==> src/logic/adc_chan_params.svh <==
`ifndef ADC_CHAN_PARAMS_SVH
`define ADC_CHAN_PARAMS_SVH

////////////////////////////////////////
// sample and word widths
////////////////////////////////////////

`define ADC_SAMPLE_W 13   // raw adc code, over-range flag in the lsb
`define ADC_EXT_W    16   // one sample after sign extension
`define ADC_WORD_W   32   // memory word and frame beat width

////////////////////////////////////////
// depths
////////////////////////////////////////

`define ADC_MEM_AW   12   // data ring, 4096 words max

// header fifo holds 2**HDR_FIFO_AW entries
`define HDR_FIFO_AW  2
`define HDR_WORDS    3    // channel, trigger number, start address

`define SYNC_STAGES  2    // flops on arm and trig

`endif

==> src/logic/adc_chan_pkg.sv <==
`include "adc_chan_params.svh"

package adc_chan_pkg;

  // one clock worth of adc data, two samples side by side
  typedef struct packed {
    logic [`ADC_SAMPLE_W-1:0] hi;   // later sample
    logic [`ADC_SAMPLE_W-1:0] lo;   // earlier sample
  } adc_pair_t;

  // same pair after sign extension, as stored in the ring
  typedef struct packed {
    logic [`ADC_EXT_W-1:0] hi;
    logic [`ADC_EXT_W-1:0] lo;
  } sample_word_t;

  // static configuration, buffer and post sizes must not move while armed
  typedef struct packed {
    logic [`ADC_MEM_AW:0]     buffer_size;        // words kept per acquisition
    logic [`ADC_MEM_AW-1:0]   post_trig_size;     // words written after the trigger
    logic [31:0]              channel_num;
    logic [31:0]              initial_trig_num;
    logic                     trig_num_we;        // load strobe for the trigger number
  } acq_cfg_t;

  // write side of the data ring
  typedef struct packed {
    logic                  we;
    logic [`ADC_MEM_AW-1:0] addr;
    sample_word_t          data;
  } mem_wr_t;

  // one entry per completed acquisition
  typedef struct packed {
    logic [31:0]            channel_num;
    logic [31:0]            trig_num;
    logic [`ADC_MEM_AW-1:0] start_addr;   // oldest word in the ring
  } header_t;

  // output beat, no back-pressure
  typedef struct packed {
    logic                   valid;
    logic                   last;
    logic [`ADC_WORD_W-1:0] data;
  } frame_t;

endpackage

==> src/logic/sdp_ram.sv <==
module sdp_ram import adc_chan_pkg::*; #(
  parameter type payload_t = sample_word_t,   // word type stored
  parameter int  AW        = 12               // address bits
) (
  input  logic          adc_clk,
  input  logic          wr_en,
  input  logic [AW-1:0] wr_addr,
  input  payload_t      wr_data,
  input  logic [AW-1:0] rd_addr,
  output payload_t      rd_data     // valid one clock after rd_addr
);

  payload_t mem [2**AW];   // maps onto block or distributed ram

  ////////////////////////////////////////
  // write port
  ////////////////////////////////////////

  always_ff @(posedge adc_clk) begin
    if (wr_en) begin
      mem[wr_addr] <= wr_data;
    end
  end

  ////////////////////////////////////////
  // read port, output register
  ////////////////////////////////////////

  always_ff @(posedge adc_clk) begin
    rd_data <= mem[rd_addr];   // old data on a same-address collision
  end

endmodule

==> src/logic/header_fifo.sv <==
`include "adc_chan_params.svh"

module header_fifo import adc_chan_pkg::*; (
  input  logic    adc_clk,
  input  logic    rst_n,
  input  logic    push,
  input  header_t din,
  input  logic    pop,
  output header_t dout,    // head entry, valid while !empty
  output logic    full,
  output logic    empty
);

  localparam logic [`HDR_FIFO_AW:0] FULL_CNT = {1'b1, {`HDR_FIFO_AW{1'b0}}};

  logic [`HDR_FIFO_AW-1:0] wr_ptr;
  logic [`HDR_FIFO_AW-1:0] rd_ptr;
  logic [`HDR_FIFO_AW:0]   count;       // entries pushed and not popped
  logic                    head_valid;  // prefetch register loaded
  logic                    rd_pend;     // ram read in flight
  logic                    wr_ok;
  logic                    pop_ok;
  logic                    fetch;
  header_t                 ram_q;
  header_t                 head;

  assign full   = (count == FULL_CNT);
  assign empty  = !head_valid;
  assign wr_ok  = push && !full;
  assign pop_ok = pop && head_valid;
  // refill the head when it and the read pipe are both free
  assign fetch  = (count != '0) && !head_valid && !rd_pend;

  sdp_ram #(
    .payload_t (header_t),
    .AW        (`HDR_FIFO_AW)
  ) i_store (
    .adc_clk (adc_clk),
    .wr_en   (wr_ok),
    .wr_addr (wr_ptr),
    .wr_data (din),
    .rd_addr (rd_ptr),
    .rd_data (ram_q)
  );

  ////////////////////////////////////////
  // pointers, count, prefetch control
  ////////////////////////////////////////

  always_ff @(posedge adc_clk) begin
    if (!rst_n) begin
      wr_ptr     <= '0;
      rd_ptr     <= '0;
      count      <= '0;
      head_valid <= 1'b0;
      rd_pend    <= 1'b0;
    end else begin
      if (wr_ok) wr_ptr <= wr_ptr + 1'b1;
      if (fetch) rd_ptr <= rd_ptr + 1'b1;
      rd_pend <= fetch;
      case ({wr_ok, pop_ok})
        2'b10:   count <= count + 1'b1;
        2'b01:   count <= count - 1'b1;
        default: count <= count;
      endcase
      if (rd_pend) begin
        head_valid <= 1'b1;     // ram output lands in the head
      end else if (pop_ok) begin
        head_valid <= 1'b0;
      end
    end
  end

  always_ff @(posedge adc_clk) begin
    if (rd_pend) head <= ram_q;
  end

  assign dout = head;

endmodule

==> config.mk <==
export PLATFORM = sky130hd
export DESIGN_NAME = header_fifo
export DESIGN_NICKNAME = d
export VERILOG_FILES = /design/src/logic/adc_chan_pkg.sv /design/src/logic/sdp_ram.sv /design/src/logic/header_fifo.sv
export VERILOG_INCLUDE_DIRS = /design/src /design/src/logic
export SDC_FILE = /design/constraint.sdc
export NUM_CORES = 1
export LEC_CHECK = 0
export BUFFER_PORTS_ARGS = -buffer_cell sky130_fd_sc_hd__buf_4
export CAP_MARGIN = 40
export CORE_MARGIN = 5
export CORE_UTILIZATION = 58
export CTS_CLUSTER_SIZE = 14
export DETAILED_ROUTE_END_ITERATION = 10
export PLACE_DENSITY = 0.88
export SYNTH_ARGS = -nofsm -noshare
export SYNTH_HDL_FRONTEND = slang
export SYNTH_SLANG_ARGS = --single-unit
==> constraint.sdc <==
create_clock -name adc_clk -period 4.2 [get_ports adc_clk]
set_input_delay 0.63 -clock adc_clk [delete_from_list [all_inputs] [get_ports adc_clk]]
set_output_delay 0.63 -clock adc_clk [all_outputs]
set_load 0.01 [all_outputs]
==> impl_metrics.toml <==
[setup_path]
path_max_fanout = 7
cp_data_required_time_ps = 4660
critPathCaptureType = "register"
critical_path_arrival_ps = 2710
cp-start-kind = "register"
worstReg2RegStart = "count[2]$_SDFFE_PN0P_"
critPathKind = "reg2reg"
regToRegEndpoint = "count[2]$_SDFFE_PN0P_"
r2r_slack_ps = 1940
reg2reg_depth = 9

[sta]
period_share_pct = 53.7
finalHoldViolCount = 0
setup_tns_ps = 0
worst_slew_pin_slew_ps = 732
slew_violations = 0
relSlewSlack_pct = 51.2
fin_ws_ps = 1940
hold_slack_ps = 295
fmax_mhz = 443
rsz0062_at_grt = "no"
clock-skew-final_ps = 18.0
setup_viol = 0
period_needed_ps = 2260

[outcome]
status = "finished, final reports clean"

[global_route]
grt_usage_pct = 18.6
grt_pass1_vias = 6785
grt.overflow.total = 0
grt_pass1_wl_microns = 40600
grt_max_degree = 49
antenna_found_initial = 1

[detailed_routing]
via_per_inst = 5.47
drtAntennaViolNets = 0
drt-total-wl_microns = 26800
first_pass_iters = 4
drc = 0
wl_per_cell_microns = 22.9
drt_iter0_drc = 565
vias = 6390

[clock_network]
h-tree-depth = 2
clock_latency_ps = 540
postCtsSetupRepairBufs = 0
cts_resized = 0
cts_tree = "done"
cts_made_buffers = 43
clk_pin_slew_ps = 60
cts_hold_buf = 0
cts_buffer_depth = 3
cts.sinks = 465
cts_root_buf = "clkbuf_16"

[synth]
synth.cells.most_frequent = "380 x edfxtp_1, 85 x dfxtp_1, 76 x mux4_2"
yosysMostFrequentCell = "edfxtp_1"
ys_top_cells_by_area = "edfxtp_1 75%, mux4_2 11%, dfxtp_1 11%, ha_1 0.41%, and2_1 0.33%"
netlist_area_sq_um = 15300
syn_avg_cell_area_sq_um = 25.1
ys_types = 26
yosysSeqAreaShare_pct = 85.8
synth_edf_count = 380
postSynthCellCount = 608
ys_ff_latch = 465
synth_top_area_cell = "edfxtp_1"
yosysWarnings = 0
async_flop_share_pct = 0
synth_flop_cell = "edfxtp_1"
synth_top_area_share_pct = 74.6
syn_nets = 694

[floorplan]
ios = 158
die_area_sq_um = 29700
core_sq_um = 26000
rows = 59
start_util_pct = 58.8
die_x_microns = 172
die_h_microns = 172

[hold_path]
hold_end = "i_store.mem[3][46]$_DFFE_PP_"
worstHoldStart = "din[46]"
hold_depth = 1
holdCritPathClass = "in2reg"

[power_and_ir_drop]
vdd.ir_drop.worst_mv = 0.342
power_density_nw_per_um2 = 582
finalPower_w = 0.0107
power_leakage_nw = 6.27

[run]
maxCapViolations = 0

[placement]
dp_hpwl_microns = 16000
gp_congestion = 0.740
pre_cts_ws_ps = 1750
portBuffers = 157

[final_layout]
final_nets = 885
drive_gt1_share_pct = 37.3
area_growth_pct = 19.8
antenna_cells = 0
fillers = 1495
-- placed cells by master, fill, tap and decap left out, drive strengths merged, types with 4 or more instances in the layout --
cell type  synthesis  final
and2               8      8
buf               14    166
clkbuf             6     64
clkinv             0     13
dfxtp             85     85
edfxtp           380    380
ha                 5      5
inv                7      8
mux2i              4      4
mux4              76     76
nand2              7      7
-- per-layer routing --
layer	up-vias	track usage [%]	part of all wire (%)	routed length, microns
met2	207	31.1	53	14200
met3	45	5.05	7.3	1960
met5	-	0	0.048	13
met1	3281	24.9	38	10200
met4	2	4.41	1.7	458
li1	2855	-	-	-
-- metrics by stage --
stage / instance area [sq um] / utilization, % / std cells
3_5_place_dp: 16900 / 65.2 / 1089
3_3_place_gp: 16800 / 64.6 / 1083
2_1_floorplan: 15300 / - / 608
4_1_cts: 18300 / 70.5 / 1169
5_1_grt: 18300 / 70.5 / 1169
6_report: 18300 / 70.5 / 1169
-- how the worst max path moves through the flow --
stage / start / to / slack [ps] / cells past startpoint
floorplan: push / i_store.mem[0][0]$_DFFE_PP_ / 970 / 3
global placement: push / i_store.mem[1][60]$_DFFE_PP_ / 1600 / 3
detailed placement: push / i_store.mem[0][48]$_DFFE_PP_ / 1750 / 4
CTS: count[2]$_SDFFE_PN0P_ / count[2]$_SDFFE_PN0P_ / 1930 / 9
global route: count[2]$_SDFFE_PN0P_ / count[2]$_SDFFE_PN0P_ / 1690 / 9
finish: count[2]$_SDFFE_PN0P_ / count[2]$_SDFFE_PN0P_ / 1940 / 9
-- final cells by class --
| type | count | area [sq um] | share of cell area [%] |
|---|---|---|---|
| Clock inverter | 16 | 140 | 0.765 |
| Inverter | 7 | 26.3 | 0.143 |
| Clock buffer | 64 | 1240 | 6.75 |
| Multi-Input combinational cell | 116 | 2020 | 11.0 |
| Timing Repair Buffer | 166 | 1360 | 7.42 |
| Sequential cell | 465 | 13100 | 71.6 |
| Tap cell | 335 | 419 | 2.29 |
-- flip-flops by register name, summed over array words and instances (netlist names) --
| register | cells |
|---|---|
| rd_ptr | 2 |
| i_store.mem | 304 |
| dout | 76 |
| wr_ptr | 2 |
| rd_pend | 1 |
| count | 3 |
| i_store.rd_data | 76 |
| head_valid | 1 |
-- cells by family after synthesis --
group | Yosys count | share of synthesized area, %
flops | 465 | 85.8
mux | 80 | 11.5
buf+inv | 27 | 1.11
simple gates | 24 | 0.859
fa+ha+maj | 6 | 0.540
compound gates | 4 | 0.164
xor+xnor | 2 | 0.115
-- worst max-delay path, stage by stage, from the launching register on --
cell,delay (ps)
dfxtp_1,350
nor3b_1,290
nor2b_1,200
inv_1,90
ha_1,180
inv_1,60
fa_1,370
xor2_1,160
or3_1,310
a21boi_0,150
-- power by group --
group / switching, W / internal, W
combinational: 0.000455 / 0.000602
clock: 0.00156 / 0.00217
sequential: 0.000285 / 0.00560
(Power assumes the default switching activity.)
