**config.mk**
```make
export PLATFORM = sky130hd
export DESIGN_NAME = acq_control
export DESIGN_NICKNAME = d
export VERILOG_FILES = /design/src/logic/adc_chan_pkg.sv /design/src/logic/acq_control.sv
export VERILOG_INCLUDE_DIRS = /design/src /design/src/logic
export SDC_FILE = /design/constraint.sdc
export NUM_CORES = 1
export LEC_CHECK = 0
export BUFFER_PORTS_ARGS = -buffer_cell sky130_fd_sc_hd__buf_2
export CORE_MARGIN = 5
export CORE_UTILIZATION = 45
export DETAILED_ROUTE_END_ITERATION = 8
export GPL_TIMING_DRIVEN = 0
export PLACE_DENSITY = 0.87
export REMOVE_ABC_BUFFERS = 1
export SYNTH_ARGS = -nofsm -noshare
export SYNTH_HDL_FRONTEND = slang
export SYNTH_SLANG_ARGS = --single-unit
```
**constraint.sdc**
```tcl
create_clock -name adc_clk -period 3.35 [get_ports adc_clk]
set_input_delay 0.1675 -clock adc_clk [delete_from_list [all_inputs] [get_ports adc_clk]]
set_output_delay 0.1675 -clock adc_clk [all_outputs]
set_load 0.01 [all_outputs]
```
**src/logic/adc_chan_params.svh**
```systemverilog
`ifndef ADC_CHAN_PARAMS_SVH
`define ADC_CHAN_PARAMS_SVH

////////////////////////////////////////
// sample and word widths
////////////////////////////////////////

`define ADC_SAMPLE_W 13   // raw adc code, over-range flag in the lsb
`define ADC_EXT_W    16   // one sample after sign extension
`define ADC_WORD_W   32   // memory word and frame beat width

////////////////////////////////////////
// depths
////////////////////////////////////////

`define ADC_MEM_AW   12   // data ring, 4096 words max

// header fifo holds 2**HDR_FIFO_AW entries
`define HDR_FIFO_AW  2
`define HDR_WORDS    3    // channel, trigger number, start address

`define SYNC_STAGES  2    // flops on arm and trig

`endif

```
**src/logic/adc_chan_pkg.sv**
```systemverilog
`include "adc_chan_params.svh"

package adc_chan_pkg;

  // one clock worth of adc data, two samples side by side
  typedef struct packed {
    logic [`ADC_SAMPLE_W-1:0] hi;   // later sample
    logic [`ADC_SAMPLE_W-1:0] lo;   // earlier sample
  } adc_pair_t;

  // same pair after sign extension, as stored in the ring
  typedef struct packed {
    logic [`ADC_EXT_W-1:0] hi;
    logic [`ADC_EXT_W-1:0] lo;
  } sample_word_t;

  // static configuration, buffer and post sizes must not move while armed
  typedef struct packed {
    logic [`ADC_MEM_AW:0]     buffer_size;        // words kept per acquisition
    logic [`ADC_MEM_AW-1:0]   post_trig_size;     // words written after the trigger
    logic [31:0]              channel_num;
    logic [31:0]              initial_trig_num;
    logic                     trig_num_we;        // load strobe for the trigger number
  } acq_cfg_t;

  // write side of the data ring
  typedef struct packed {
    logic                  we;
    logic [`ADC_MEM_AW-1:0] addr;
    sample_word_t          data;
  } mem_wr_t;

  // one entry per completed acquisition
  typedef struct packed {
    logic [31:0]            channel_num;
    logic [31:0]            trig_num;
    logic [`ADC_MEM_AW-1:0] start_addr;   // oldest word in the ring
  } header_t;

  // output beat, no back-pressure
  typedef struct packed {
    logic                   valid;
    logic                   last;
    logic [`ADC_WORD_W-1:0] data;
  } frame_t;

endpackage

```
**src/logic/acq_control.sv**
```systemverilog
`include "adc_chan_params.svh"

module acq_control import adc_chan_pkg::*; (
  input  logic         adc_clk,
  input  logic         rst_n,
  input  logic         acq_arm,            // async level from the master
  input  logic         acq_trig,           // async level, rising edge counts
  input  acq_cfg_t     cfg,
  input  sample_word_t sample,
  output mem_wr_t      mem_wr,
  input  logic         hdr_full,
  output logic         hdr_push,
  output header_t      hdr,
  output logic         acq_done,
  output logic [31:0]  current_trig_num
);

  typedef enum logic [2:0] {
    ST_IDLE,   // waiting for arm
    ST_FILL,   // running ring, trigger allowed once full
    ST_POST,   // post-trigger words
    ST_PUSH,   // header into fifo
    ST_DONE    // hold done until arm drops
  } acq_state_t;

  acq_state_t state;

  logic [`SYNC_STAGES-1:0] arm_sync;
  logic [`SYNC_STAGES-1:0] trig_sync;
  logic                    arm_s;        // synchronized arm
  logic                    trig_s;
  logic                    trig_q;       // trig_s one clock back
  logic                    trig_edge;    // registered rising edge

  logic [`ADC_MEM_AW-1:0]  wr_addr;      // next ring slot
  logic [`ADC_MEM_AW:0]    fill_cnt;     // words since arm, saturates
  logic [`ADC_MEM_AW-1:0]  post_cnt;
  logic [31:0]             trig_num;

  logic                    writing;
  logic                    last_addr;
  logic                    ring_full;
  logic                    qualified;
  logic                    post_end;

  ////////////////////////////////////////
  // synchronizers and edge detect
  ////////////////////////////////////////

  always_ff @(posedge adc_clk) begin
    if (!rst_n) begin
      arm_sync  <= '0;
      trig_sync <= '0;
      trig_q    <= 1'b0;
      trig_edge <= 1'b0;
    end else begin
      arm_sync  <= {arm_sync[`SYNC_STAGES-2:0], acq_arm};
      trig_sync <= {trig_sync[`SYNC_STAGES-2:0], acq_trig};
      trig_q    <= trig_s;
      trig_edge <= trig_s & ~trig_q;   // one extra clock for the edge
    end
  end

  assign arm_s  = arm_sync[`SYNC_STAGES-1];
  assign trig_s = trig_sync[`SYNC_STAGES-1];

  assign writing   = (state == ST_FILL) || (state == ST_POST);
  assign last_addr = ({1'b0, wr_addr} == cfg.buffer_size - 1'b1);   // ring wraps here
  assign ring_full = (fill_cnt == cfg.buffer_size);
  assign qualified = (state == ST_FILL) && trig_edge && ring_full;   // early edges dropped
  assign post_end  = (post_cnt == cfg.post_trig_size - 1'b1);
  assign hdr_push  = (state == ST_PUSH) && !hdr_full;

  ////////////////////////////////////////
  // acquisition fsm and ring addressing
  ////////////////////////////////////////

  always_ff @(posedge adc_clk) begin
    if (!rst_n) begin
      state    <= ST_IDLE;
      wr_addr  <= '0;
      fill_cnt <= '0;
      post_cnt <= '0;
    end else begin
      if (writing) begin
        wr_addr <= last_addr ? '0 : wr_addr + 1'b1;
      end
      case (state)
        ST_IDLE: begin
          if (arm_s) begin
            state    <= ST_FILL;
            fill_cnt <= '0;
            // resume where the last run stopped so a pending readout stays ahead,
            // restart only if the ring got smaller
            if ({1'b0, wr_addr} >= cfg.buffer_size) begin
              wr_addr <= '0;
            end
          end
        end
        ST_FILL: begin
          if (!arm_s) begin
            state <= ST_IDLE;                 // disarm aborts the fill
          end else begin
            if (!ring_full) begin
              fill_cnt <= fill_cnt + 1'b1;
            end
            if (qualified) begin
              post_cnt <= '0;
              state    <= (cfg.post_trig_size == '0) ? ST_PUSH : ST_POST;
            end
          end
        end
        ST_POST: begin
          if (!arm_s) begin
            state <= ST_IDLE;
          end else begin
            post_cnt <= post_cnt + 1'b1;
            if (post_end) begin
              state <= ST_PUSH;               // writing stops next clock
            end
          end
        end
        ST_PUSH: begin
          if (!hdr_full) begin
            state <= ST_DONE;                 // push happens this clock
          end
        end
        ST_DONE: begin
          if (!arm_s) begin
            state <= ST_IDLE;
          end
        end
        default: state <= ST_IDLE;
      endcase
    end
  end

  ////////////////////////////////////////
  // trigger number
  ////////////////////////////////////////

  always_ff @(posedge adc_clk) begin
    if (!rst_n) begin
      trig_num <= '0;
    end else if (cfg.trig_num_we) begin
      trig_num <= cfg.initial_trig_num;
    end else if (hdr_push) begin
      trig_num <= trig_num + 1'b1;    // header already took the old value
    end
  end

  assign current_trig_num = trig_num;

  // ring write port
  assign mem_wr.we   = writing;
  assign mem_wr.addr = wr_addr;
  assign mem_wr.data = sample;

  // header entry, start is the slot written next = oldest word
  assign hdr.channel_num = cfg.channel_num;
  assign hdr.trig_num    = trig_num;
  assign hdr.start_addr  = wr_addr;

  assign acq_done = hdr_push || (state == ST_DONE);   // high from the push clock on

endmodule

```
==> metrics.md <==
| Metric | Value |
|---|---|
| Status | finished, final reports clean |
| GRT Util Overall | 20.9% |
| Synth top area share | 25.5% |
| Layout area overhead | 5.75% |
| Seq cells post-synth | 78 |
| Maximum clock insertion buffer count | 2 |
| Crit start category | input pin |
| Initial antenna violation count | 0 |
| Detailed Place HPWL | 13300 um |
| Crit share post-route | 84.7% |
| Pwr Total | 2.55 mW |
| R2r setup slk | 600 ps |
| Total CTS buffers | 9 |
| RSZ-0062 raised after global routing | no |
| CTS Hold Bufs | 0 |
| Total die area | 16100 um2 |
| Top cells by area, synth | dfxtp_1 (25%), buf_4 (13%), xnor2_1 (9.1%), xor2_1 (3.7%), ha_1 (3.7%) |
| # diodes | 0 |
| HP Class | input pin to flop |
| Vias in the first global route | 5208 |
| Initial Util | 46.1% |
| Library cells used by synthesis | 60 |
| Commonest non-fill, non-tap cell in the layout | buf_2 |
| First-pass GRT wire length | 27000 um |
| Post-Layout Cell Count | 974 |
| Most frequent cells in the layout | buf_2 (153), dfxtp_1 (78), xnor2_1 (64) |
| Achievable frequency | 0.352 GHz |
| Crit Path Class | input pin to flop |
| Row count | 42 |
| Final Util | 48.8% |
| WP data required | 3550 ps |
| Routability Congestion | 0.959 |
| Top FF cell, synth | dfxtp_1 |
| Arrival time worst endpoint | 3040 ps |
| # clock sinks | 78 |
| Peak supply drop | 0.248 mV |
| Root buffer cell | clkbuf_16 |
| Post-route setup TNS | 0 ps |
| Worst-Margin Slew | 1190 ps |
| Crit path time final | 2840 ps |
| Lkg Pwr | 2.67 nW |
| Ports | 282 |
| Hold Vio Cnt, Final | 0 |
| Setup Skew | 11.0 ps |
| WL final | 17500 um |
| DP Cell Count | 958 |
| Synth Cell Area | 6130 um2 |
| EDFF count, synth | 0 |
| CTS clk-pin slew, worst paths | 60 ps |
| WL/cell | 18.0 um |
| Htree depth | 3 |
| Layout cell share with drive strength beyond 1 | 23.1% |
| Synth async-reset ratio | 0% |
| Vias/cell | 5.72 |
| CTS tree | done |
| Largest net degree at the start of global routing | 51 |
| Chip Height | 127 um |
| Initial detailed-routing violation count | 430 |
| Endpoint type of the worst setup path | flop |
| Mean post-synth cell area | 7.90 um2 |
| Yosys warns | 0 |
| Insertion delay to the later sink of the worst-skew pair | 350 ps |
| NumNets Final | 938 |
| Post-CTS sizing | 0 |
| Smallest setup slack after layout | 513 ps |
| PD cells | 393 nW/um2 |
| Post-Synthesis Cells | 776 |
| Antenna Nets Post-Route | 0 |
| Setup Fix Bufs, Post-CTS | 0 |
| Seq/Total Area, Yosys | 25.5% |
| Vias | 5572 |
| Fill cells | 1257 |
| Core area | 13300 um2 |
| Setup violators final | 0 |
| Dpl ws | 178 ps |
| Slew Viols, Final | 0 |
| Dominant cell type by area after synthesis | dfxtp_1 |
| Global route total overflow | 0 |
| Buffers on Ports | 153 |
| Critical path fanouts, max | 10 |
| DRC viols | 0 |
| Area of the multi-input gates | 3520 um2 |
| Worst slew margin | 19.8% |
| First-pass DRT Iterations | 5 |
| Maxcap violations | 0 |
| DIE WIDTH | 127 um |
| Reg area | 1560 um2 |
[report_power, final]
part	switching (mW)	total, mW	internal [mW]
combinational	0.252	0.450	0.199
clock	0.379	1.05	0.671
sequential	0.0789	1.05	0.971
[cells by family after synthesis]
kind of cell / count (synthesis) / synth area share (%)
DFF: 78 / 25.5
AOI/OAI and AO/OA: 126 / 13.4
muxes: 6 / 0.979
xor gates and xnor gates: 90 / 12.9
adders and majority gates: 18 / 3.67
buffers and inverters: 172 / 17.3
and+or+nand+nor: 286 / 26.4
[metrics by stage]
stage,cell area (um2),hold slack [ps]
after detailed placement,6160,335
after global placement,6150,335
after floorplan,5160,285
after CTS,6480,18.3
final,6480,30.6
after global routing,6480,25.6
[flip-flops by register name, summed over array words and instances, names as in the netlist]
name / flops
arm_sync: 2
current_trig_num: 32
fill_cnt: 13
post_cnt: 12
state: 3
trig_edge: 1
trig_q: 1
trig_sync: 2
wr_addr: 12
[per-layer routing]
layer / routed length, um / global-route usage (%)
met4: 245 / 5.80
met2: 7570 / 31.3
met5: 136 / 6.50
met1: 7220 / 26.0
met3: 2330 / 10.7
[path summary, 6_finish.rpt]
path	from	endpoint	cells after the start
max	cfg[78]	wr_addr[5]	9
min	acq_trig	trig_sync[0]	2
max reg2reg	state[0]	current_trig_num[28]	7
min reg2reg	trig_q	trig_edge	1
[critical path: stages]
cell       delay, ps
buf_2            150
inv_1             90
ha_1             320
or4b_1           600
or4_4            590
a2111oi_4        370
nand4_2          180
nor4_4           450
nor3_1           110
[Yosys cell counts, types with 8 or more instances]
cell	number
a21oi_1	30
inv_1	24
xor2_1	26
and2_1	17
nor2_1	31
or3_1	8
nor3_1	33
nand4_1	23
dfxtp_1	78
nand2_1	50
nor4_1	14
o21ai_0	40
buf_4	109
nand3_1	30
ha_1	18
or4_1	8
clkbuf_1	33
xnor2_1	64
nand2b_1	19
[layout make-up]
class                      instances  share of cell area, %
tap                              176                   3.40
inverter                          24                   1.39
clock buffer                      12                   3.80
multi-input combinational        526                   54.3
sequential                        78                   24.1
timing repair buffer             154                   11.9
clock inverter                     4                   1.08
Note: power is estimated with default switching activity, not from simulation.
