## src/logic/adc_chan_params.svh

```systemverilog
`ifndef ADC_CHAN_PARAMS_SVH
`define ADC_CHAN_PARAMS_SVH

////////////////////////////////////////
// sample and word widths
////////////////////////////////////////

`define ADC_SAMPLE_W 13   // raw adc code, over-range flag in the lsb
`define ADC_EXT_W    16   // one sample after sign extension
`define ADC_WORD_W   32   // memory word and frame beat width

////////////////////////////////////////
// depths
////////////////////////////////////////

`define ADC_MEM_AW   12   // data ring, 4096 words max

// header fifo holds 2**HDR_FIFO_AW entries
`define HDR_FIFO_AW  2
`define HDR_WORDS    3    // channel, trigger number, start address

`define SYNC_STAGES  2    // flops on arm and trig

`endif

```

## src/logic/adc_chan_pkg.sv

```systemverilog
`include "adc_chan_params.svh"

package adc_chan_pkg;

  // one clock worth of adc data, two samples side by side
  typedef struct packed {
    logic [`ADC_SAMPLE_W-1:0] hi;   // later sample
    logic [`ADC_SAMPLE_W-1:0] lo;   // earlier sample
  } adc_pair_t;

  // same pair after sign extension, as stored in the ring
  typedef struct packed {
    logic [`ADC_EXT_W-1:0] hi;
    logic [`ADC_EXT_W-1:0] lo;
  } sample_word_t;

  // static configuration, buffer and post sizes must not move while armed
  typedef struct packed {
    logic [`ADC_MEM_AW:0]     buffer_size;        // words kept per acquisition
    logic [`ADC_MEM_AW-1:0]   post_trig_size;     // words written after the trigger
    logic [31:0]              channel_num;
    logic [31:0]              initial_trig_num;
    logic                     trig_num_we;        // load strobe for the trigger number
  } acq_cfg_t;

  // write side of the data ring
  typedef struct packed {
    logic                  we;
    logic [`ADC_MEM_AW-1:0] addr;
    sample_word_t          data;
  } mem_wr_t;

  // one entry per completed acquisition
  typedef struct packed {
    logic [31:0]            channel_num;
    logic [31:0]            trig_num;
    logic [`ADC_MEM_AW-1:0] start_addr;   // oldest word in the ring
  } header_t;

  // output beat, no back-pressure
  typedef struct packed {
    logic                   valid;
    logic                   last;
    logic [`ADC_WORD_W-1:0] data;
  } frame_t;

endpackage

```

## src/logic/adc_sample_pack.sv

```systemverilog
`include "adc_chan_params.svh"

module adc_sample_pack import adc_chan_pkg::*; (
  input  logic         adc_clk,
  input  logic         rst_n,
  input  adc_pair_t    adc_dat,   // new pair every clock
  output sample_word_t sample     // registered, sign extended
);

  // copy bit 12 into the spare top bits of the 16-bit half
  function automatic logic [`ADC_EXT_W-1:0] sext(input logic [`ADC_SAMPLE_W-1:0] s);
    return {{(`ADC_EXT_W - `ADC_SAMPLE_W){s[`ADC_SAMPLE_W-1]}}, s};
  endfunction

  ////////////////////////////////////////
  // one pipeline stage
  ////////////////////////////////////////

  always_ff @(posedge adc_clk) begin
    if (!rst_n) begin
      sample <= '0;
    end else begin
      sample.hi <= sext(adc_dat.hi);   // hi sample goes to the upper half
      sample.lo <= sext(adc_dat.lo);
    end
  end

  // over-range stays in bit 0 of each half, nothing to strip here

endmodule

```

## config.mk

```make
export PLATFORM = sky130hd
export DESIGN_NAME = adc_sample_pack
export DESIGN_NICKNAME = d
export VERILOG_FILES = /design/src/logic/adc_chan_pkg.sv /design/src/logic/adc_sample_pack.sv
export VERILOG_INCLUDE_DIRS = /design/src /design/src/logic
export SDC_FILE = /design/constraint.sdc
export NUM_CORES = 1
export LEC_CHECK = 0
export ABC_AREA = 1
export BUFFER_PORTS_ARGS = -buffer_cell sky130_fd_sc_hd__buf_2
export CAP_MARGIN = 20
export CORE_ASPECT_RATIO = 0.7
export CORE_MARGIN = 8
export CORE_UTILIZATION = 38
export CTS_CLUSTER_DIAMETER = 120
export DETAILED_ROUTE_END_ITERATION = 10
export PLACE_DENSITY_LB_ADDON = 0.08
export RECOVER_POWER = 50
export SLEW_MARGIN = 20
export SYNTH_ARGS = -nofsm -noshare
export SYNTH_HDL_FRONTEND = slang
export SYNTH_SLANG_ARGS = --single-unit
```

## constraint.sdc

```tcl
create_clock -name adc_clk -period 0.8 [get_ports adc_clk]
set_input_delay 0.16 -clock adc_clk [delete_from_list [all_inputs] [get_ports adc_clk]]
set_output_delay 0.16 -clock adc_clk [all_outputs]
set_load 0.02 [all_outputs]
```

==> metrics, run 1 <==
critical path's top delay family flip-flops; Worst Setup Start Kind flop; Final Worst Setup Slack -188 ps; worst slack at placement 35.5 ps; Distinct cells, synth 5; starting density of the core 38.4%; Non-Filler Instances 166; Worst VDD drop 1.52 mV; critical path required time 640 ps; global-route wire length before repair 2.99 mm; drt pass-1 iters 2; Slew headroom 68.1%; Top reg by flops sample; pwr dens 1910 mW/mm²; Avg Inst Size Synth 9.13 µm²; top cells by area, synth dfxtp_1 (66%), inv_1 (12%), nand2_1 (12%); Synth Net Count 115; Register Area 553 µm²; most frequent cells after synthesis dfxtp_1 (26), inv_1 (26), nand2_1 (26); io pins 60; root buffer cell clkbuf_4; crit end category output port; CP Class flop to output port; global route total overflow 0; Slew Limit Fails 0; die area 0.00383 mm²; die width 70.7 µm; DR WL/cell 11.3 µm; Layout Area Growth over Synthesis 62.4%; DRC 0; Final Hold Vio Count 0; Mapped Area 795 µm²; static leakage 0.803 nW; vias post-DR 645; Crit Path Max Fanout 4; Synth Warn # 0; Top FF cell, synth dfxtp_1; FILL cells 197; RSZ-0062 raised after global routing yes; nets 171; max reg flops 26; CTS Buf Count 3; drt initial violations 41; ANT cells 0; post-synthesis sequential area ratio 65.5%; Post-Syn Instances 87; layout cell share with drive strength beyond 1 62.7%; GRT Util Overall 10.1%; crit path cell chain buf_4; Fmax 1010 MHz; area of the multi-input gates 97.6 µm²; drt via density 3.89; CTS clk-pin slew, worst paths 130 ps; Buf/Inv on CP 1; vias in the first global route 711; part of the cycle the worst path needs 124%; Post-synth EDFFs 0; dpl hpwl 1.35 mm; worst slew pin tran 478 ps; largest net degree at the start of global routing 27; Max Cap Violations 0; Largest regs sample x26; Critical Path AT 830 ps; GP Congestion 0.642; Detailed Route WL 1.87 mm; initial antenna violation count 0; Core Box Area 0.00207 mm²; # rows 14; maximum clock insertion buffer count 2; worst hold-check path type input port to flop; fin crit period 988 ps; outcome complete, but fails checks; area leader, netlist dfxtp_1; Antenna Nets Post-Route 0; Crit-path slowest cell dfxtp_2; H-tree depth 1; CTS Sinks 26; failing checks setup timing; flops & latches, synth 26; TritonCTS clock tree built; Chip Height 54.3 µm; post-synthesis async set-or-reset flop share 0%; Final Setup Violations 32; Buffers on Ports 59; DP Cell Count 161; Max stage delay on crit path 380 ps; Yosys top cell area share 65.5%
## layout make-up
type	count	share of cell area (%)
sequential	26	42.9
timing repair buffer	60	36.9
clock buffer	4	2.81
tap	24	2.33
inverter	26	7.57
multi-input combinational	26	7.57
## path summary, 6_finish.rpt
path,slack (ps),endpoint,cells after the start,startpoint
max,-190,sample[14],1,sample[12]
min,20,sample[16],3,adc_dat[13]
## kinds of logic after synthesis
kind of cell  share of synthesized area, %
buf+inv                               22.2
simple gates                          12.3
flops                                 65.5
## cell usage in the layout, fill, tap and decap left out
cell type / instances
dlygate4sd3_1: 1
buf_4: 8
inv_1: 26
clkbuf_8: 1
dfxtp_2: 26
buf_6: 24
nand2_1: 26
clkbuf_2: 1
buf_2: 26
clkbuf_4: 3
## what timing repair did
| action | CTS | global route |
|---|---|---|
| setup endpoints to repair | 32 | 32 |
| hold endpoints to repair | 0 | 1 |
| hold buffers | 0 | 1 |
| gates resized for setup | 82 | 0 |
| setup buffers | 0 | 0 |
## power by group
| part | switching (W) | leakage [nW] | internal, W | total [W] |
|---|---|---|---|---|
| combinational | 0.000204 | 0.558 | 0.000212 | 0.000416 |
| clock | 0.000359 | 0.0210 | 0.000278 | 0.000637 |
| sequential | 0.0000333 | 0.224 | 0.00138 | 0.00141 |
## stage by stage
step                      total power (W)  setup TNS [ps]  util (%)  hold WS (ps)  cell area (µm²)
after floorplan                   0.00162               0         -           253              795
final                             0.00246           -4570      62.4          20.3             1290
after CTS                         0.00250           -5140      61.9          4.27             1280
after global placement            0.00174               0      50.4           341             1040
after global routing              0.00259           -6080      62.4         0.234             1290
after detailed placement          0.00174               0      50.4           346             1040
## layer usage
| metal | vias to the layer above | track usage, % | share of wire, % |
|---|---|---|---|
| met5 | - | 0 | 0 |
| li1 | 337 | - | - |
| met1 | 276 | 8.90 | 39 |
| met3 | 0 | 7.13 | 9.8 |
| met2 | 32 | 19.0 | 51 |
| met4 | 0 | 2.05 | 0 |
(Power assumes the default switching activity.)
==> run 2, diff against run 1 <==
--- a/config.mk
+++ b/config.mk
@@ -14,6 +14,7 @@
 export CORE_UTILIZATION = 38
 export CTS_CLUSTER_DIAMETER = 120
 export DETAILED_ROUTE_END_ITERATION = 10
+export HOLD_SLACK_MARGIN = 0.05
 export PLACE_DENSITY_LB_ADDON = 0.08
 export RECOVER_POWER = 50
 export SLEW_MARGIN = 20
==> run 2 against run 1 <==
Effect of this change:
- the flow still finishes with violations (setup timing)
- sequential share of layout area is 7.2 points lower
- final area is 21% higher
- die area stayed put
- largest cell class is now non-clock buffers
- highest routed layer is now met4
==> metrics, run 2 (synthesized netlist as in run 1, its figures left out) <==
outcome complete, but fails checks; failing checks setup timing; Core Util, Final 75.4%; Slew Limit Fails 0; Crit Path Max Fanout 4; Hold Crit Start rst_n; FILL cells 150; DP Cell Count 161; crit end category output port; DRC 0; Buffers on Ports 59; vias in the first global route 823; Final Setup Violations 32; die width 70.7 µm; ANT cells 0; Max stage delay on crit path 400 ps; part of the cycle the worst path needs 124%; crit path cell chain buf_6; Layout Area Growth over Synthesis 96.1%; maximum clock insertion buffer count 2; Chip Height 54.3 µm; largest net degree at the start of global routing 27; layout cell share with drive strength beyond 1 53.3%; die area 0.00383 mm²; Antenna Nets Post-Route 0; Tot Pwr 0.00257 W; Crit-path slowest cell dfxtp_4; drt initial violations 25; # rows 14; dpl hpwl 1.35 mm; static leakage 0.911 nW; global route total overflow 0; Final Worst Setup Slack -192 ps; CTS clk-pin slew, worst paths 130 ps; worst slew pin tran 429 ps; max reg flops 26; starting density of the core 38.4%; commonest non-fill, non-tap cell in the layout buf_6; critical path's top delay family flip-flops; postcts setup bufs 0; CTS Sinks 26; Critical Path AT 830 ps; RSZ-0062 raised after global routing yes; Non-Filler Instances 191; GRT Util Overall 12.2%; Slew headroom 71.4%; M1 WL 782 µm; TritonCTS clock tree built; Top Layer Used met4; io pins 60; drt pass-1 iters 2; pwr dens 1650 mW/mm²; commonest non-fill, non-tap cells in the layout buf_6 (28), buf_2 (27), nand2_1 (26), inv_1 (26), dlygate4sd3_1 (26); CTS Buf Count 3; H-tree depth 1; Worst Setup Start Kind flop; Top reg by flops sample; Largest regs sample x26; CP Class flop to output port; root buffer cell clkbuf_4; Max Cap Violations 0; Core Box Area 0.00207 mm²; nets 196; drt via density 3.87; critical path required time 640 ps; worst hold-check path type input port to flop; WL met3 226 µm; Final Hold Vio Count 0; global-route wire length before repair 3.61 mm; Buf/Inv on CP 1; initial antenna violation count 0; routed wl met2 1.30 mm; setup TNS -4500 ps; Worst VDD drop 1.54 mV; Fmax 1010 MHz; fin crit period 992 ps; DR WL/cell 12.2 µm; vias post-DR 740; Detailed Route WL 2.33 mm; GP Congestion 0.642; worst slack at placement 35.5 ps; Setup crit start sample[12]
run 2: metal layers:
| metal | vias up | GRT usage (%) |
|---|---|---|
| met5 | - | 0 |
| met4 | 0 | 3.42 |
| met3 | 2 | 7.31 |
| met2 | 34 | 24.7 |
| met1 | 317 | 10.2 |
| li1 | 387 | - |
run 2: what timing repair did:
| action | in CTS | in global routing |
|---|---|---|
| resized for setup | 82 | 5 |
| hold buffers | 26 | 0 |
| setup endpoints to repair | 32 | 32 |
| endpoints found under the hold margin | 26 | 0 |
run 2: report_power, final:
group | internal (W) | switching (W)
Sequential | 0.00138 | 0.0000364
Combinational | 0.000298 | 0.000227
Clock | 0.000278 | 0.000351
Total | 0.00195 | 0.000615
run 2: layout make-up:
type	instances	area (µm²)	area share (%)
inverters	26	97.6	6.27
repair buffers	85	741	47.6
well taps	24	30.0	1.93
flip-flops and latches	26	556	35.7
multi-input cells	26	97.6	6.27
clock buffers	4	36.3	2.33
run 2: path summary, 6_finish.rpt:
path	slack (ps)	end	cells past startpoint
worst min-delay path	250	sample[12]	3
worst max-delay path	-190	sample[13]	1
run 2: per-stage QoR:
stage          hold slack, ps  cell area (µm²)
2_1_floorplan             253              795
4_1_cts                   244             1540
6_report                  254             1560
3_5_place_dp              346             1040
5_1_grt                   262             1560
3_3_place_gp              341             1040
==> run 3, diff against run 2 <==
==> constraint.sdc (replaced) <==
create_clock -name adc_clk -period 1 [get_ports adc_clk]
set_input_delay 0.2 -clock adc_clk [delete_from_list [all_inputs] [get_ports adc_clk]]
set_output_delay 0.2 -clock adc_clk [all_outputs]
set_load 0.02 [all_outputs]
==> run 3 against run 2 <==
Effect of this change:
- the run still ends with setup timing left
- routed wire length fell by 14%
- clock power shrank 21%
- final area is 5.9% lower
- final cell count fell by 5.8%
- via count is 4.3% lower
- worst hold slack lost 190 ps
- first-iteration DRC count rose by 20%
- sequential power is 20% lower
- critical path depth did not move
- die area did not move
- sequential share of layout area is 2.4 points higher
- global-route usage fell by 2.0 points
- critical path type unchanged
- critical endpoint is now sample[28]
- largest power group unchanged
==> metrics, run 3 (synthesized netlist as in run 1, its figures left out) <==
postcts setup bufs 0; CTS Buf Count 3; global-route wire length before repair 3.04 mm; Critical Path AT 830 ps; H-tree depth 1; Antenna Nets Post-Route 0; Fmax 975 MHz; ANT cells 0; part of the cycle the worst path needs 103%; fin crit period 1030 ps; CTS clk-pin slew, worst paths 130 ps; Logic pwr share 19.2%; vias post-DR 708; Chip Height 54.3 µm; drt pass-1 iters 4; initial antenna violation count 0; pwr dens 1370 mW/mm²; Top reg by flops sample; Buffers on Ports 59; Reg power frac 56.1%; drt via density 3.93; critical path's top delay family flip-flops; failing checks setup timing; Hold WS 63.0 ps; largest net degree at the start of global routing 27; Crit Path Max Fanout 4; nets 185; layout cell share with drive strength beyond 1 57.1%; hold endpoint sample[4]; outcome complete, but fails checks; dpl hpwl 1.34 mm; worst slew pin tran 464 ps; commonest non-fill, non-tap cells in the layout buf_6 (32), nand2_1 (26), inv_1 (26), buf_2 (26), dfxtp_2 (24); Hold Crit Start adc_dat[4]; Hold Path Depth 3; static leakage 0.870 nW; DR WL/cell 11.2 µm; Crit-path slowest cell dfxtp_4; CP Class flop to output port; Worst VDD drop 1.13 mV; Largest regs sample x26; Max stage delay on crit path 400 ps; Core Box Area 0.00207 mm²; DRC 0; Worst Setup Start Kind flop; die width 70.7 µm; vias in the first global route 721; starting density of the core 38.4%; Buf/Inv on CP 1; RSZ-0062 raised after global routing yes; GP Congestion 0.639; Max Cap Violations 0; global route total overflow 0; clock share of power 24.6%; drt initial violations 30; commonest non-fill, non-tap cell in the layout buf_6; NetSw 0.000474 W; Final Hold Vio Count 0; root buffer cell clkbuf_4; Slew Limit Fails 0; FILL cells 165; setup TNS -195 ps; Slew headroom 69.1%; switching share of power 23.6%; crit path cell chain buf_6; TritonCTS clock tree built; # rows 14; die area 0.00383 mm²; critical path required time 800 ps; crit end category output port; worst slack at placement 207 ps; maximum clock insertion buffer count 2; io pins 60; P_int 0.00154 W; max reg flops 26; Final Setup Violations 8; Detailed Route WL 2.01 mm; Final Worst Setup Slack -26.1 ps; CTS Sinks 26; GRT Util Overall 10.2%; Layout Area Growth over Synthesis 84.4%; worst hold-check path type input port to flop
[run 3: cell count changes in the layout (fill, tap and decap cells not counted)]
cell and change:
buf_4 -4, dlygate4sd3_1 -11, dfxtp_4 +1, clkbuf_2 +1
buf_6 +4, buf_2 -1, dfxtp_2 -1
[run 3: repair_timing]
item | CTS | global route
setup endpoints to repair | 31 | 32
hold buffers | 10 | 5
hold endpoints to repair | 10 | 5
gates resized for setup | 45 | 47
[run 3: layout make-up]
class                      instances  area, µm²  share of cell area [%]
timing repair buffer              74        646                    44.1
sequential                        26        558                    38.1
multi-input combinational         26       97.6                    6.66
inverter                          26       97.6                    6.66
clock buffer                       4       36.3                    2.48
tap                               24       30.0                    2.05
[run 3: power by group through the flow]
stage                     Sequential [W]  Combinational [W]  Clock (W)
after floorplan                  0.00120          0.0000929          0
after global placement           0.00113           0.000261          0
after detailed placement         0.00113           0.000264          0
after CTS                        0.00112           0.000339   0.000535
after global routing             0.00114           0.000420   0.000566
final                            0.00113           0.000387   0.000495
[run 3: worst max-delay path by stage]
stage | depth (start not counted) | slack, ps | from | to
finish | 1 | -30 | sample[28] | sample[28]
global route | 1 | -70 | sample[12] | sample[13]
CTS | 1 | -40 | sample[12] | sample[12]
detailed placement | 3 | 210 | rst_n | sample[25]
global placement | 3 | 230 | rst_n | sample[16]
floorplan | 1 | 160 | sample[12] | sample[13]
[run 3: metrics by stage]
step / utilization [%] / area [µm²] / cells / power (W)
after floorplan: - / 795 / 87 / 0.00130
after global placement: 50.4 / 1040 / 161 / 0.00139
after detailed placement: 50.4 / 1040 / 161 / 0.00139
after CTS: 62.4 / 1290 / 175 / 0.00199
after global routing: 70.9 / 1470 / 180 / 0.00212
final: 70.9 / 1470 / 180 / 0.00201
[run 3: layer usage]
| layer | vias up | track usage [%] | routed length (µm) |
|---|---|---|---|
| li1 | 365 | - | - |
| met4 | 0 | 2.05 | 0 |
| met2 | 32 | 19.9 | 1070 |
| met1 | 311 | 8.35 | 725 |
| met5 | - | 0 | 0 |
| met3 | 0 | 7.68 | 220 |
