<file path="src/logic/adc_chan_params.svh">
`ifndef ADC_CHAN_PARAMS_SVH
`define ADC_CHAN_PARAMS_SVH

////////////////////////////////////////
// sample and word widths
////////////////////////////////////////

`define ADC_SAMPLE_W 13   // raw adc code, over-range flag in the lsb
`define ADC_EXT_W    16   // one sample after sign extension
`define ADC_WORD_W   32   // memory word and frame beat width

////////////////////////////////////////
// depths
////////////////////////////////////////

`define ADC_MEM_AW   12   // data ring, 4096 words max

// header fifo holds 2**HDR_FIFO_AW entries
`define HDR_FIFO_AW  2
`define HDR_WORDS    3    // channel, trigger number, start address

`define SYNC_STAGES  2    // flops on arm and trig

`endif

</file>
<file path="src/logic/adc_chan_pkg.sv">
`include "adc_chan_params.svh"

package adc_chan_pkg;

  // one clock worth of adc data, two samples side by side
  typedef struct packed {
    logic [`ADC_SAMPLE_W-1:0] hi;   // later sample
    logic [`ADC_SAMPLE_W-1:0] lo;   // earlier sample
  } adc_pair_t;

  // same pair after sign extension, as stored in the ring
  typedef struct packed {
    logic [`ADC_EXT_W-1:0] hi;
    logic [`ADC_EXT_W-1:0] lo;
  } sample_word_t;

  // static configuration, buffer and post sizes must not move while armed
  typedef struct packed {
    logic [`ADC_MEM_AW:0]     buffer_size;        // words kept per acquisition
    logic [`ADC_MEM_AW-1:0]   post_trig_size;     // words written after the trigger
    logic [31:0]              channel_num;
    logic [31:0]              initial_trig_num;
    logic                     trig_num_we;        // load strobe for the trigger number
  } acq_cfg_t;

  // write side of the data ring
  typedef struct packed {
    logic                  we;
    logic [`ADC_MEM_AW-1:0] addr;
    sample_word_t          data;
  } mem_wr_t;

  // one entry per completed acquisition
  typedef struct packed {
    logic [31:0]            channel_num;
    logic [31:0]            trig_num;
    logic [`ADC_MEM_AW-1:0] start_addr;   // oldest word in the ring
  } header_t;

  // output beat, no back-pressure
  typedef struct packed {
    logic                   valid;
    logic                   last;
    logic [`ADC_WORD_W-1:0] data;
  } frame_t;

endpackage

</file>
<file path="src/logic/readout_ctrl.sv">
`include "adc_chan_params.svh"

module readout_ctrl import adc_chan_pkg::*; (
  input  logic                   adc_clk,
  input  logic                   rst_n,
  input  logic [`ADC_MEM_AW:0]   buffer_size,
  input  header_t                hdr,
  input  logic                   hdr_empty,
  output logic                   hdr_pop,
  output logic [`ADC_MEM_AW-1:0] rd_addr,
  input  sample_word_t           rd_data,    // one clock behind rd_addr
  output frame_t                 frame
);

  typedef enum logic [1:0] {
    RD_IDLE,
    RD_HDR,    // header words
    RD_DATA    // ring words, oldest first
  } rd_state_t;

  rd_state_t state;

  header_t                hdr_q;      // entry being sent
  logic [1:0]             hdr_idx;
  logic [`ADC_MEM_AW:0]   data_cnt;
  logic [`ADC_MEM_AW-1:0] rd_ptr;
  logic [`ADC_MEM_AW-1:0] rd_next;
  logic                   hdr_last;
  logic                   data_last;

  assign hdr_pop   = (state == RD_IDLE) && !hdr_empty;
  assign hdr_last  = (hdr_idx == 2'(`HDR_WORDS - 1));
  assign data_last = (data_cnt == buffer_size - 1'b1);
  // wrap at the ring size, not at the memory size
  assign rd_next   = ({1'b0, rd_ptr} == buffer_size - 1'b1) ? '0 : rd_ptr + 1'b1;
  assign rd_addr   = rd_ptr;

  ////////////////////////////////////////
  // sequencing
  ////////////////////////////////////////

  always_ff @(posedge adc_clk) begin
    if (!rst_n) begin
      state    <= RD_IDLE;
      hdr_idx  <= '0;
      data_cnt <= '0;
      rd_ptr   <= '0;
    end else begin
      case (state)
        RD_IDLE: begin
          if (hdr_pop) begin
            state   <= RD_HDR;
            hdr_idx <= '0;
            rd_ptr  <= hdr.start_addr;   // first read issues during the header
          end
        end
        RD_HDR: begin
          hdr_idx <= hdr_idx + 1'b1;
          if (hdr_last) begin
            state    <= RD_DATA;
            data_cnt <= '0;
            rd_ptr   <= rd_next;      // word 0 already latched in the ram
          end
        end
        RD_DATA: begin
          data_cnt <= data_cnt + 1'b1;
          rd_ptr   <= rd_next;         // address k+1 while word k goes out
          if (data_last) begin
            state <= RD_IDLE;
          end
        end
        default: state <= RD_IDLE;
      endcase
    end
  end

  always_ff @(posedge adc_clk) begin
    if (hdr_pop) hdr_q <= hdr;
  end

  ////////////////////////////////////////
  // output beat
  ////////////////////////////////////////

  always_comb begin
    frame = '0;
    case (state)
      RD_HDR: begin
        frame.valid = 1'b1;
        case (hdr_idx)
          2'd0:    frame.data = hdr_q.channel_num;
          2'd1:    frame.data = hdr_q.trig_num;
          default: frame.data[`ADC_MEM_AW-1:0] = hdr_q.start_addr;   // zero padded
        endcase
      end
      RD_DATA: begin
        frame.valid = 1'b1;
        frame.last  = data_last;
        frame.data  = rd_data;
      end
      default: frame = '0;
    endcase
  end

endmodule

</file>
<file path="config.mk">
export PLATFORM = sky130hd
export DESIGN_NAME = readout_ctrl
export DESIGN_NICKNAME = d
export VERILOG_FILES = /design/src/logic/adc_chan_pkg.sv /design/src/logic/readout_ctrl.sv
export VERILOG_INCLUDE_DIRS = /design/src /design/src/logic
export SDC_FILE = /design/constraint.sdc
export NUM_CORES = 1
export LEC_CHECK = 0
export BUFFER_PORTS_ARGS = -buffer_cell sky130_fd_sc_hd__buf_2
export CAP_MARGIN = 10
export CORE_ASPECT_RATIO = 1.1
export CORE_UTILIZATION = 50
export CTS_CLUSTER_DIAMETER = 80
export DETAILED_ROUTE_END_ITERATION = 10
export PLACE_DENSITY = 0.8
export RECOVER_POWER = 50
export SYNTH_ARGS = -nofsm -noshare
export SYNTH_HDL_FRONTEND = slang
export SYNTH_SLANG_ARGS = --single-unit
</file>
<file path="constraint.sdc">
create_clock -name adc_clk -period 8 [get_ports adc_clk]
set_input_delay 0.8 -clock adc_clk [delete_from_list [all_inputs] [get_ports adc_clk]]
set_output_delay 0.8 -clock adc_clk [all_outputs]
set_load 0.05 [all_outputs]
</file>
==> flow_results.org, run 1 <==
** Worst setup path
- STA classifies the critical path startpoint as a flip-flop.
- Crit Path Class :: flip-flop to primary output
- At the worst endpoint, the required time is 7.20 ns.
- First element of the critical path :: state[1]$_SDFFE_PN0P_
- Of all nets on the critical path, the largest fanout is 77.
- In this run the critical register-to-register path is launched from state[1]$_SDFFE_PN0P_.
- Worst Setup End Kind :: primary output
- STA puts the critical path data arrival time at 4.67 ns.

** Clock tree
- Htree depth :: 3
- Sink count of the clock tree :: 105
- Clk Latency, worst-skew pair :: 0.34 ns
- TritonCTS clock tree :: yes
- After clock tree synthesis, the clock-pin slew on the worst setup and hold paths is 0.07 ns.
- Clock tree synthesis selected as its root buffer the cell sky130_fd_sc_hd__clkbuf_16.
- Worst-case clock buffer depth :: 2
- Quantity of hold-fixing buffers added after cts :: 0
- Counting the buffers created by CTS gives 9.
- Post-CTS timing repair inserted 0 buffers for setup.
- Once the clock tree was built, the resizer swapped 0 gates to a different size.

** Cells and area
- Post-layout net count :: 772
- In the final layout, the share of cells above drive strength 1 is 28.6%.
- Number of standard cells in the final layout excluding fillers :: 787
- Layout overhead on the synthesized area :: 21.3%
- Registers take 0.00286 mm².
- Fillcell total :: 858
- Most common cell after layout, fill and taps aside :: sky130_fd_sc_hd__buf_2
- At the end of the flow the core is filled with cells to 62.9%.
- Combined area of the multi-input logic cells :: 0.00240 mm²
- The finished cells cover 0.00660 mm².
- In the layout the commonest cells are sky130_fd_sc_hd__buf_2, sky130_fd_sc_hd__edfxtp_1, sky130_fd_sc_hd__nor2_1.

** Timing
- Timing would allow up to 183 MHz.
- Summed over all failing endpoints, the final setup total negative slack is 0 ns.
- Crit share post-route :: 68.4%
- Worst max-slew margin expressed relative to the limit :: -170%
- Transition time of the tightest slew-check pin :: 4.05 ns
- Final critical-path required period :: 5.47 ns
- For the final database, setup skew stands at 0.00503 ns.
- The number of hold-slack violations in the final timing report was 0.
- Final Setup Violations :: 0
- Setup repair after global routing left no endpoint under its margin.
- The number of slew-limit violations in the final report came to 122.

** Floorplan
- The region available for standard cell placement spans 0.0105 mm².
- The die is 111 µm tall.
- The initialized floorplan defines 39 standard-cell rows.
- Pin placement for this block handled 171 I/O pins.
- Die Footprint :: 0.0113 mm²
- Once the floorplan was initialized, standard cells occupied 51.9% of the core.
- Die extent in x :: 101 µm

** Global route
- Entering global routing, the biggest net connects 78 pins.
- Global-route wire length before repair :: 21.2 mm
- Global routing finished with a remaining overflow of 0.
- Vias in the first global route :: 4385
- The initial antenna violation count is 3.
- Global routing used 24.5% of the available tracks across all layers.

** Detailed routing
- The first TritonRoute pass finished after 4 iterations.
- Via density per instance :: 5.67
- Number of design rule violations left after detail routing :: 0
- In this run the remaining antenna-violating nets after routing total 0.
- Vias post-DR :: 4463
- Final Routed Wirelength :: 14.0 mm
- Violation count after the first detailed-route iteration :: 242
- Dividing the detail-routed wire length by the instance count gives 17.7 µm.

** Synth
- For this run, asynchronously set or reset flops after synthesis account for 0%.
- Summing every instance area after synthesis gives 0.00544 mm².
- Mean post-synth cell area :: 11.2 µm²
- In the synthesized netlist the dominant register cell turns out to be sky130_fd_sc_hd__edfxtp_1.
- Count of yosys warnings during synthesis :: 0
- Synthesized instance count :: 484
- The synthesized design contains 105 register bits.
- After synthesis, flip-flops and latches occupy 52.6% of the total area.
- Post-Syn Nets :: 618
- Yosys mapped the design onto 54 distinct sky130hd cell types.
- The synthesized design contains 76 enable-type register cells.

** Worst hold path
- Worst hold path type :: flip-flop to flip-flop
- Hold Path Origin :: hdr_idx[0]$_SDFFE_PN0P_

** Power and ir drop
- The worst-case IR drop observed on VDD is 169 µV.
- Static Leakage :: 2.70 nW
- For this design the ratio of total power to cell area is 326 mW/mm².

** Flow run
- Number of max-capacitance violations reported :: 2

** Place
- Detailed placement finished with a half-perimeter wire length of 10.0 mm.
- In this run, placement finished with an instance count of 770.
- Global placer's final weighted congestion :: 0.846
- After detailed placement, the total cell area comes to 0.00637 mm².
- Number of port buffers :: 170

** Outcome
- The checks that failed: max-capacitance violations, max-slew violations.
- The flow ran to the end, but the final reports show violations.
stage by stage:
step	hold WS (ns)	setup slack (ns)	total power [mW]
floorplan	0.458	2.36	1.54
global placement	0.467	4.19	1.73
detailed placement	0.478	4.06	1.76
CTS	0.488	4.05	2.15
global route	0.534	2.18	2.26
finish	0.492	2.53	2.15
cells in the mapped netlist (2+ instances only):
cell type / instances / area (µm²)
sky130_fd_sc_hd__a21oi_1: 8 / 40.0
sky130_fd_sc_hd__a21oi_2: 2 / 17.5
sky130_fd_sc_hd__a22o_1: 26 / 228
sky130_fd_sc_hd__a22oi_1: 44 / 330
sky130_fd_sc_hd__a2bb2oi_1: 2 / 17.5
sky130_fd_sc_hd__a31oi_1: 2 / 12.5
sky130_fd_sc_hd__a32o_1: 8 / 80.1
sky130_fd_sc_hd__a32o_2: 2 / 22.5
sky130_fd_sc_hd__a32oi_1: 2 / 17.5
sky130_fd_sc_hd__and2_1: 3 / 18.8
sky130_fd_sc_hd__and3_1: 6 / 37.5
sky130_fd_sc_hd__and4b_1: 2 / 20.0
sky130_fd_sc_hd__buf_1: 2 / 7.51
sky130_fd_sc_hd__buf_2: 5 / 25.0
sky130_fd_sc_hd__buf_6: 2 / 22.5
sky130_fd_sc_hd__clkbuf_1: 22 / 82.6
sky130_fd_sc_hd__dfxtp_1: 29 / 581
sky130_fd_sc_hd__edfxtp_1: 76 / 2280
sky130_fd_sc_hd__ha_1: 10 / 125
sky130_fd_sc_hd__inv_1: 12 / 45.0
sky130_fd_sc_hd__mux2_2: 2 / 22.5
sky130_fd_sc_hd__mux2i_1: 4 / 40.0
sky130_fd_sc_hd__nand2_1: 47 / 176
sky130_fd_sc_hd__nand3_1: 12 / 60.1
sky130_fd_sc_hd__nand3b_1: 2 / 15.0
sky130_fd_sc_hd__nand4_1: 5 / 31.3
sky130_fd_sc_hd__nor2_1: 57 / 214
sky130_fd_sc_hd__nor2b_1: 3 / 18.8
sky130_fd_sc_hd__nor3_1: 5 / 25.0
sky130_fd_sc_hd__nor3_2: 2 / 20.0
sky130_fd_sc_hd__nor4_1: 5 / 31.3
sky130_fd_sc_hd__nor4_4: 2 / 42.5
sky130_fd_sc_hd__o21ai_0: 11 / 55.1
sky130_fd_sc_hd__o31ai_1: 2 / 15.0
sky130_fd_sc_hd__or2_2: 4 / 25.0
sky130_fd_sc_hd__or3_1: 4 / 25.0
sky130_fd_sc_hd__or4_1: 3 / 22.5
sky130_fd_sc_hd__xnor2_1: 17 / 149
sky130_fd_sc_hd__xnor3_1: 9 / 203
sky130_fd_sc_hd__xor2_1: 9 / 78.8
worst paths after layout:
path | to | slack, ns | cells after the start
max | hdr_pop | 2.53 | 5
min reg2reg | hdr_idx[0]$_SDFFE_PN0P_ | 0.49 | 2
max reg2reg | hdr_q[64]$_DFFE_PP_ | 3.83 | 4
min | hdr_idx[0]$_SDFFE_PN0P_ | 0.49 | 2
power breakdown:
| part | internal, mW | leakage, nW | switching [mW] |
|---|---|---|---|
| Combinational | 0.283 | 1.61 | 0.658 |
| Sequential | 0.737 | 0.963 | 0.0786 |
| Clock | 0.207 | 0.128 | 0.186 |
metal layers:
metal	vias to the layer above	global-route usage [%]	share of wire (%)
li1	2127	-	-
met1	2145	27.7	39
met2	175	43.4	50
met3	12	8.29	9.3
met4	4	6.67	0.74
met5	-	0	0.18
cell type report:
| class | instances | share of cell area, % |
|---|---|---|
| repair buffers | 174 | 12.9 |
| flip-flops and latches | 105 | 43.4 |
| clock inverters | 7 | 0.569 |
| diodes | 1 | 0.0379 |
| clock buffers | 9 | 3.41 |
| inverters | 13 | 0.739 |
| well taps | 143 | 2.71 |
| multi-input cells | 335 | 36.3 |
worst max-delay path, cell delays in order (launching register included):
cell and delay [ns]:
sky130_fd_sc_hd__dfxtp_1 0.34, sky130_fd_sc_hd__inv_1 0.09, sky130_fd_sc_hd__ha_1 0.22, sky130_fd_sc_hd__nor2b_2 0.15
sky130_fd_sc_hd__clkbuf_1 2.83, sky130_fd_sc_hd__buf_2 0.66
cells by family (layout without fill, tap and decap cells):
group                      after synthesis  in the layout  share of synthesized area (%)
AOI/OAI and AO/OA                      117            117                           17.1
xor gates and xnor gates                36             36                           8.34
adders and majority gates               10             10                           2.30
buffers and inverters                   44            203                           3.43
DFF                                    105            105                           52.6
muxes                                    6              6                           1.15
other                                    0              1                              0
and+or+nand+nor                        166            166                           15.1
sequential cells by signal (all words and copies together) (netlist names):
| signal | count |
|---|---|
| hdr_idx | 2 |
| data_cnt | 13 |
| rd_addr | 12 |
| state | 2 |
| hdr_q | 76 |
No activity file was read; power rests on OpenSTA's default activity.
==> run 2: changes to the inputs <==
--- a/config.mk
+++ b/config.mk
@@ -9,10 +9,10 @@
 export BUFFER_PORTS_ARGS = -buffer_cell sky130_fd_sc_hd__buf_2
 export CAP_MARGIN = 10
 export CORE_ASPECT_RATIO = 1.1
-export CORE_UTILIZATION = 50
+export CORE_UTILIZATION = 47
 export CTS_CLUSTER_DIAMETER = 80
 export DETAILED_ROUTE_END_ITERATION = 10
-export PLACE_DENSITY = 0.8
+export PLACE_DENSITY = 0.79
 export RECOVER_POWER = 50
 export SYNTH_ARGS = -nofsm -noshare
 export SYNTH_HDL_FRONTEND = slang
==> constraint.sdc (replaced) <==
create_clock -name adc_clk -period 4.82 [get_ports adc_clk]
set_input_delay 0.482 -clock adc_clk [delete_from_list [all_inputs] [get_ports adc_clk]]
set_output_delay 0.482 -clock adc_clk [all_outputs]
set_load 0.05 [all_outputs]
==> run 2 against run 1 <==
The flow still finishes with violations (max-capacitance violations, max-slew violations). First-iteration DRC count up 30%. Core utilization down 3.5 points. Largest cell class unchanged. Sequential cell count unchanged. Setup slack worse by 0.97 ns. Via count down 0.20%. Sequential share of layout area unchanged. Register-to-register slack worse by 2.3 ns.
==> flow_results.org, run 2 (synthesis gave the netlist of run 1 again) <==
** Power and ir drop
- Power spread over the standard cell area amounts to 540 mW/mm².
- Across the VDD grid, the largest voltage drop is 253 µV.
- For this design the static power due to leakage is 2.70 nW.

** Global route
- Pin count of the biggest net entering global routing :: 77
- Initial antenna violation count :: 0
- The first global-routing pass estimated 21.7 mm of wire.
- Summed over all layers, the global routing overflow is 0.
- Vias in the first global route :: 4285
- Total global routing track utilization :: 23.1%

** Worst setup path
- Peak fanout along the critical path :: 9
- Data on the critical path is required at its endpoint by 4.34 ns.
- CP startpoint kind :: input port
- By startpoint and endpoint, the worst setup path is classified as input port to primary output.
- Data arrival time at the worst-slack endpoint :: 2.78 ns
- Worst Setup End Kind :: primary output
- Setup slack of the most critical reg-to-reg path :: 1.57 ns

** Place
- Global placer's final weighted congestion :: 0.866
- Number of port buffers :: 170
- HPWL after detailed placement :: 10.0 mm

** Clock tree
- Number of gates resized after cts :: 0
- Number of post-CTS setup repair buffers :: 0
- For the worst-skew pair, the clock arrives at the later sink with an insertion delay of 0.34 ns.
- TritonCTS clock tree :: yes
- Quantity of hold-fixing buffers added after cts :: 0
- Clock-pin slew of the registers on the worst-case setup and hold paths :: 0.07 ns
- Sink count of the clock tree :: 105
- CTS built an H-tree with a depth of 3.
- Clock Tree Root :: sky130_fd_sc_hd__clkbuf_16
- Clock buffers created by TritonCTS :: 9
- Worst-case clock buffer depth :: 2

** Cells and area
- Total inserted antenna cells :: 0
- Register ranked first by flip-flop count :: hdr_q
- Utilization of the core after routing :: 59.4%
- Combined area of the multi-input logic cells :: 0.00239 mm²
- Most common cell after layout, fill and taps aside :: sky130_fd_sc_hd__buf_2
- Register cell area after layout :: 0.00286 mm²
- Share of layout cells above drive strength 1 :: 28.3%
- Commonest cells after routing, fill and taps aside :: sky130_fd_sc_hd__buf_2, sky130_fd_sc_hd__edfxtp_1, sky130_fd_sc_hd__nor2_1
- The filler cells instantiated in the layout total 932.
- Post-layout net count :: 772
- The register with the most flip-flops in the layout has 76 of them.
- From synthesis to final layout, the design area changed by 21.3%.

** Detailed routing
- Metal-1 WL :: 5.74 mm
- The routed design has 13.7 mm of wire.
- Antenna violation net count after detailed routing :: 0
- The pre-antenna-repair detailed-routing pass consisted of 4 iterations.
- After detailed routing, the number of vias per cell comes to 5.64.
- After detailed routing, the average wire length per cell comes to 17.4 µm.
- The detailed router used layers up to and including met4.
- Number of design rule violations left after detail routing :: 0
- Met2 wire length :: 6.77 mm
- Sum of met3 wire segment lengths after detailed routing :: 1.08 mm
- Vias post-DR :: 4454
- In this run, the number of DRC markers left after iteration 0 of detailed routing was 314.

** Timing
- Final TNS setup :: 0 ns
- Crit share post-route :: 67.6%
- The number of slew-limit violations in the final report was 163.
- The worst pin sits at a relative slew slack of -22.2%.
- Worst clock skew :: 0.00576 ns
- For this run, the top clock speed supported by timing is 307 MHz.
- Final hold analysis gives a worst-case slack of 0.316 ns.
- Final Hold Viols :: 0
- Setup violations remaining at the end of the flow were counted as 0.
- Transition time of the tightest slew-check pin :: 1.83 ns
- Final critical-path required period :: 3.26 ns
- Unrepaired setup endpoints after global routing :: false

** Floorplan
- Effective utilization at floorplan :: 49.0%
- The floorplan step defined a core boundary enclosing 0.0111 mm².
- Die extent in x :: 105 µm
- Die boundary height :: 115 µm
- 171 I/O pins were placed.
- After floorplanning, the core was divided into 40 placement rows.
- Die Footprint :: 0.0120 mm²

** Flow run
- Across the run, the number of max-cap violations was 3.

** Worst hold path
- Worst hold path type :: input port to flip-flop

** Outcome
- The run finished, with violations left.
- The final reports fail on max-capacitance violations, max-slew violations.
run 2: cell count changes in the layout (fill, tap and decap cells not counted), sizes merged:
| cell | change |
|---|---|
| buf | -2 |
| clkinvlp | -1 |
| diode | -1 |
| clkbuf | +3 |
run 2: stage by stage:
step	power, mW	setup slack, ns	instances	cell area, µm²
floorplan	2.54	1.40	484	5450
global placement	2.89	1.65	774	6380
CTS	3.59	1.55	790	6650
global route	3.76	1.24	790	6600
detailed placement	2.94	1.55	774	6380
finish	3.56	1.56	790	6600
run 2: worst max-delay path, cell delays in order:
cell and delay (ns):
sky130_fd_sc_hd__buf_2 0.13, sky130_fd_sc_hd__inv_1 0.05, sky130_fd_sc_hd__ha_1 0.30, sky130_fd_sc_hd__xor2_1 0.19
sky130_fd_sc_hd__o21ai_0 0.17, sky130_fd_sc_hd__a21oi_1 0.06, sky130_fd_sc_hd__or3_1 0.38, sky130_fd_sc_hd__or4_1 0.59
sky130_fd_sc_hd__nor2_1 0.13, sky130_fd_sc_hd__buf_2 0.28
run 2: area by class of cell:
class                           count  area share (%)
Sequential cell                   105            43.4
Multi-Input combinational cell    335            36.3
Timing Repair Buffer              174            12.8
Clock buffer                       10            3.47
Tap cell                          147            2.79
Inverter                           13           0.739
Clock inverter                      6           0.531
run 2: report_power, final:
| part | switching, mW | total [mW] | internal [mW] | leakage, nW |
|---|---|---|---|---|
| Sequential | 0.126 | 1.34 | 1.21 | 0.963 |
| Clock | 0.304 | 0.651 | 0.347 | 0.131 |
| Combinational | 1.10 | 1.58 | 0.475 | 1.60 |
run 2: worst paths after layout:
| path | to | cells after the start | startpoint |
|---|---|---|---|
| worst max-delay path | frame[32] | 10 | buffer_size[0] |
| worst min-delay path | hdr_q[17]$_DFFE_PP_ | 1 | hdr[17] |
| worst max register to register | data_cnt[9]$_SDFFE_PN0P_ | 9 | state[1]$_SDFFE_PN0P_ |
| worst min register to register | state[0]$_SDFFE_PN0P_ | 2 | state[0]$_SDFFE_PN0P_ |
run 2: routing by layer:
layer	global-route usage, %	vias up
li1	-	2130
met1	28.7	2126
met2	40.7	184
met3	6.01	14
met4	5.35	0
met5	0	-
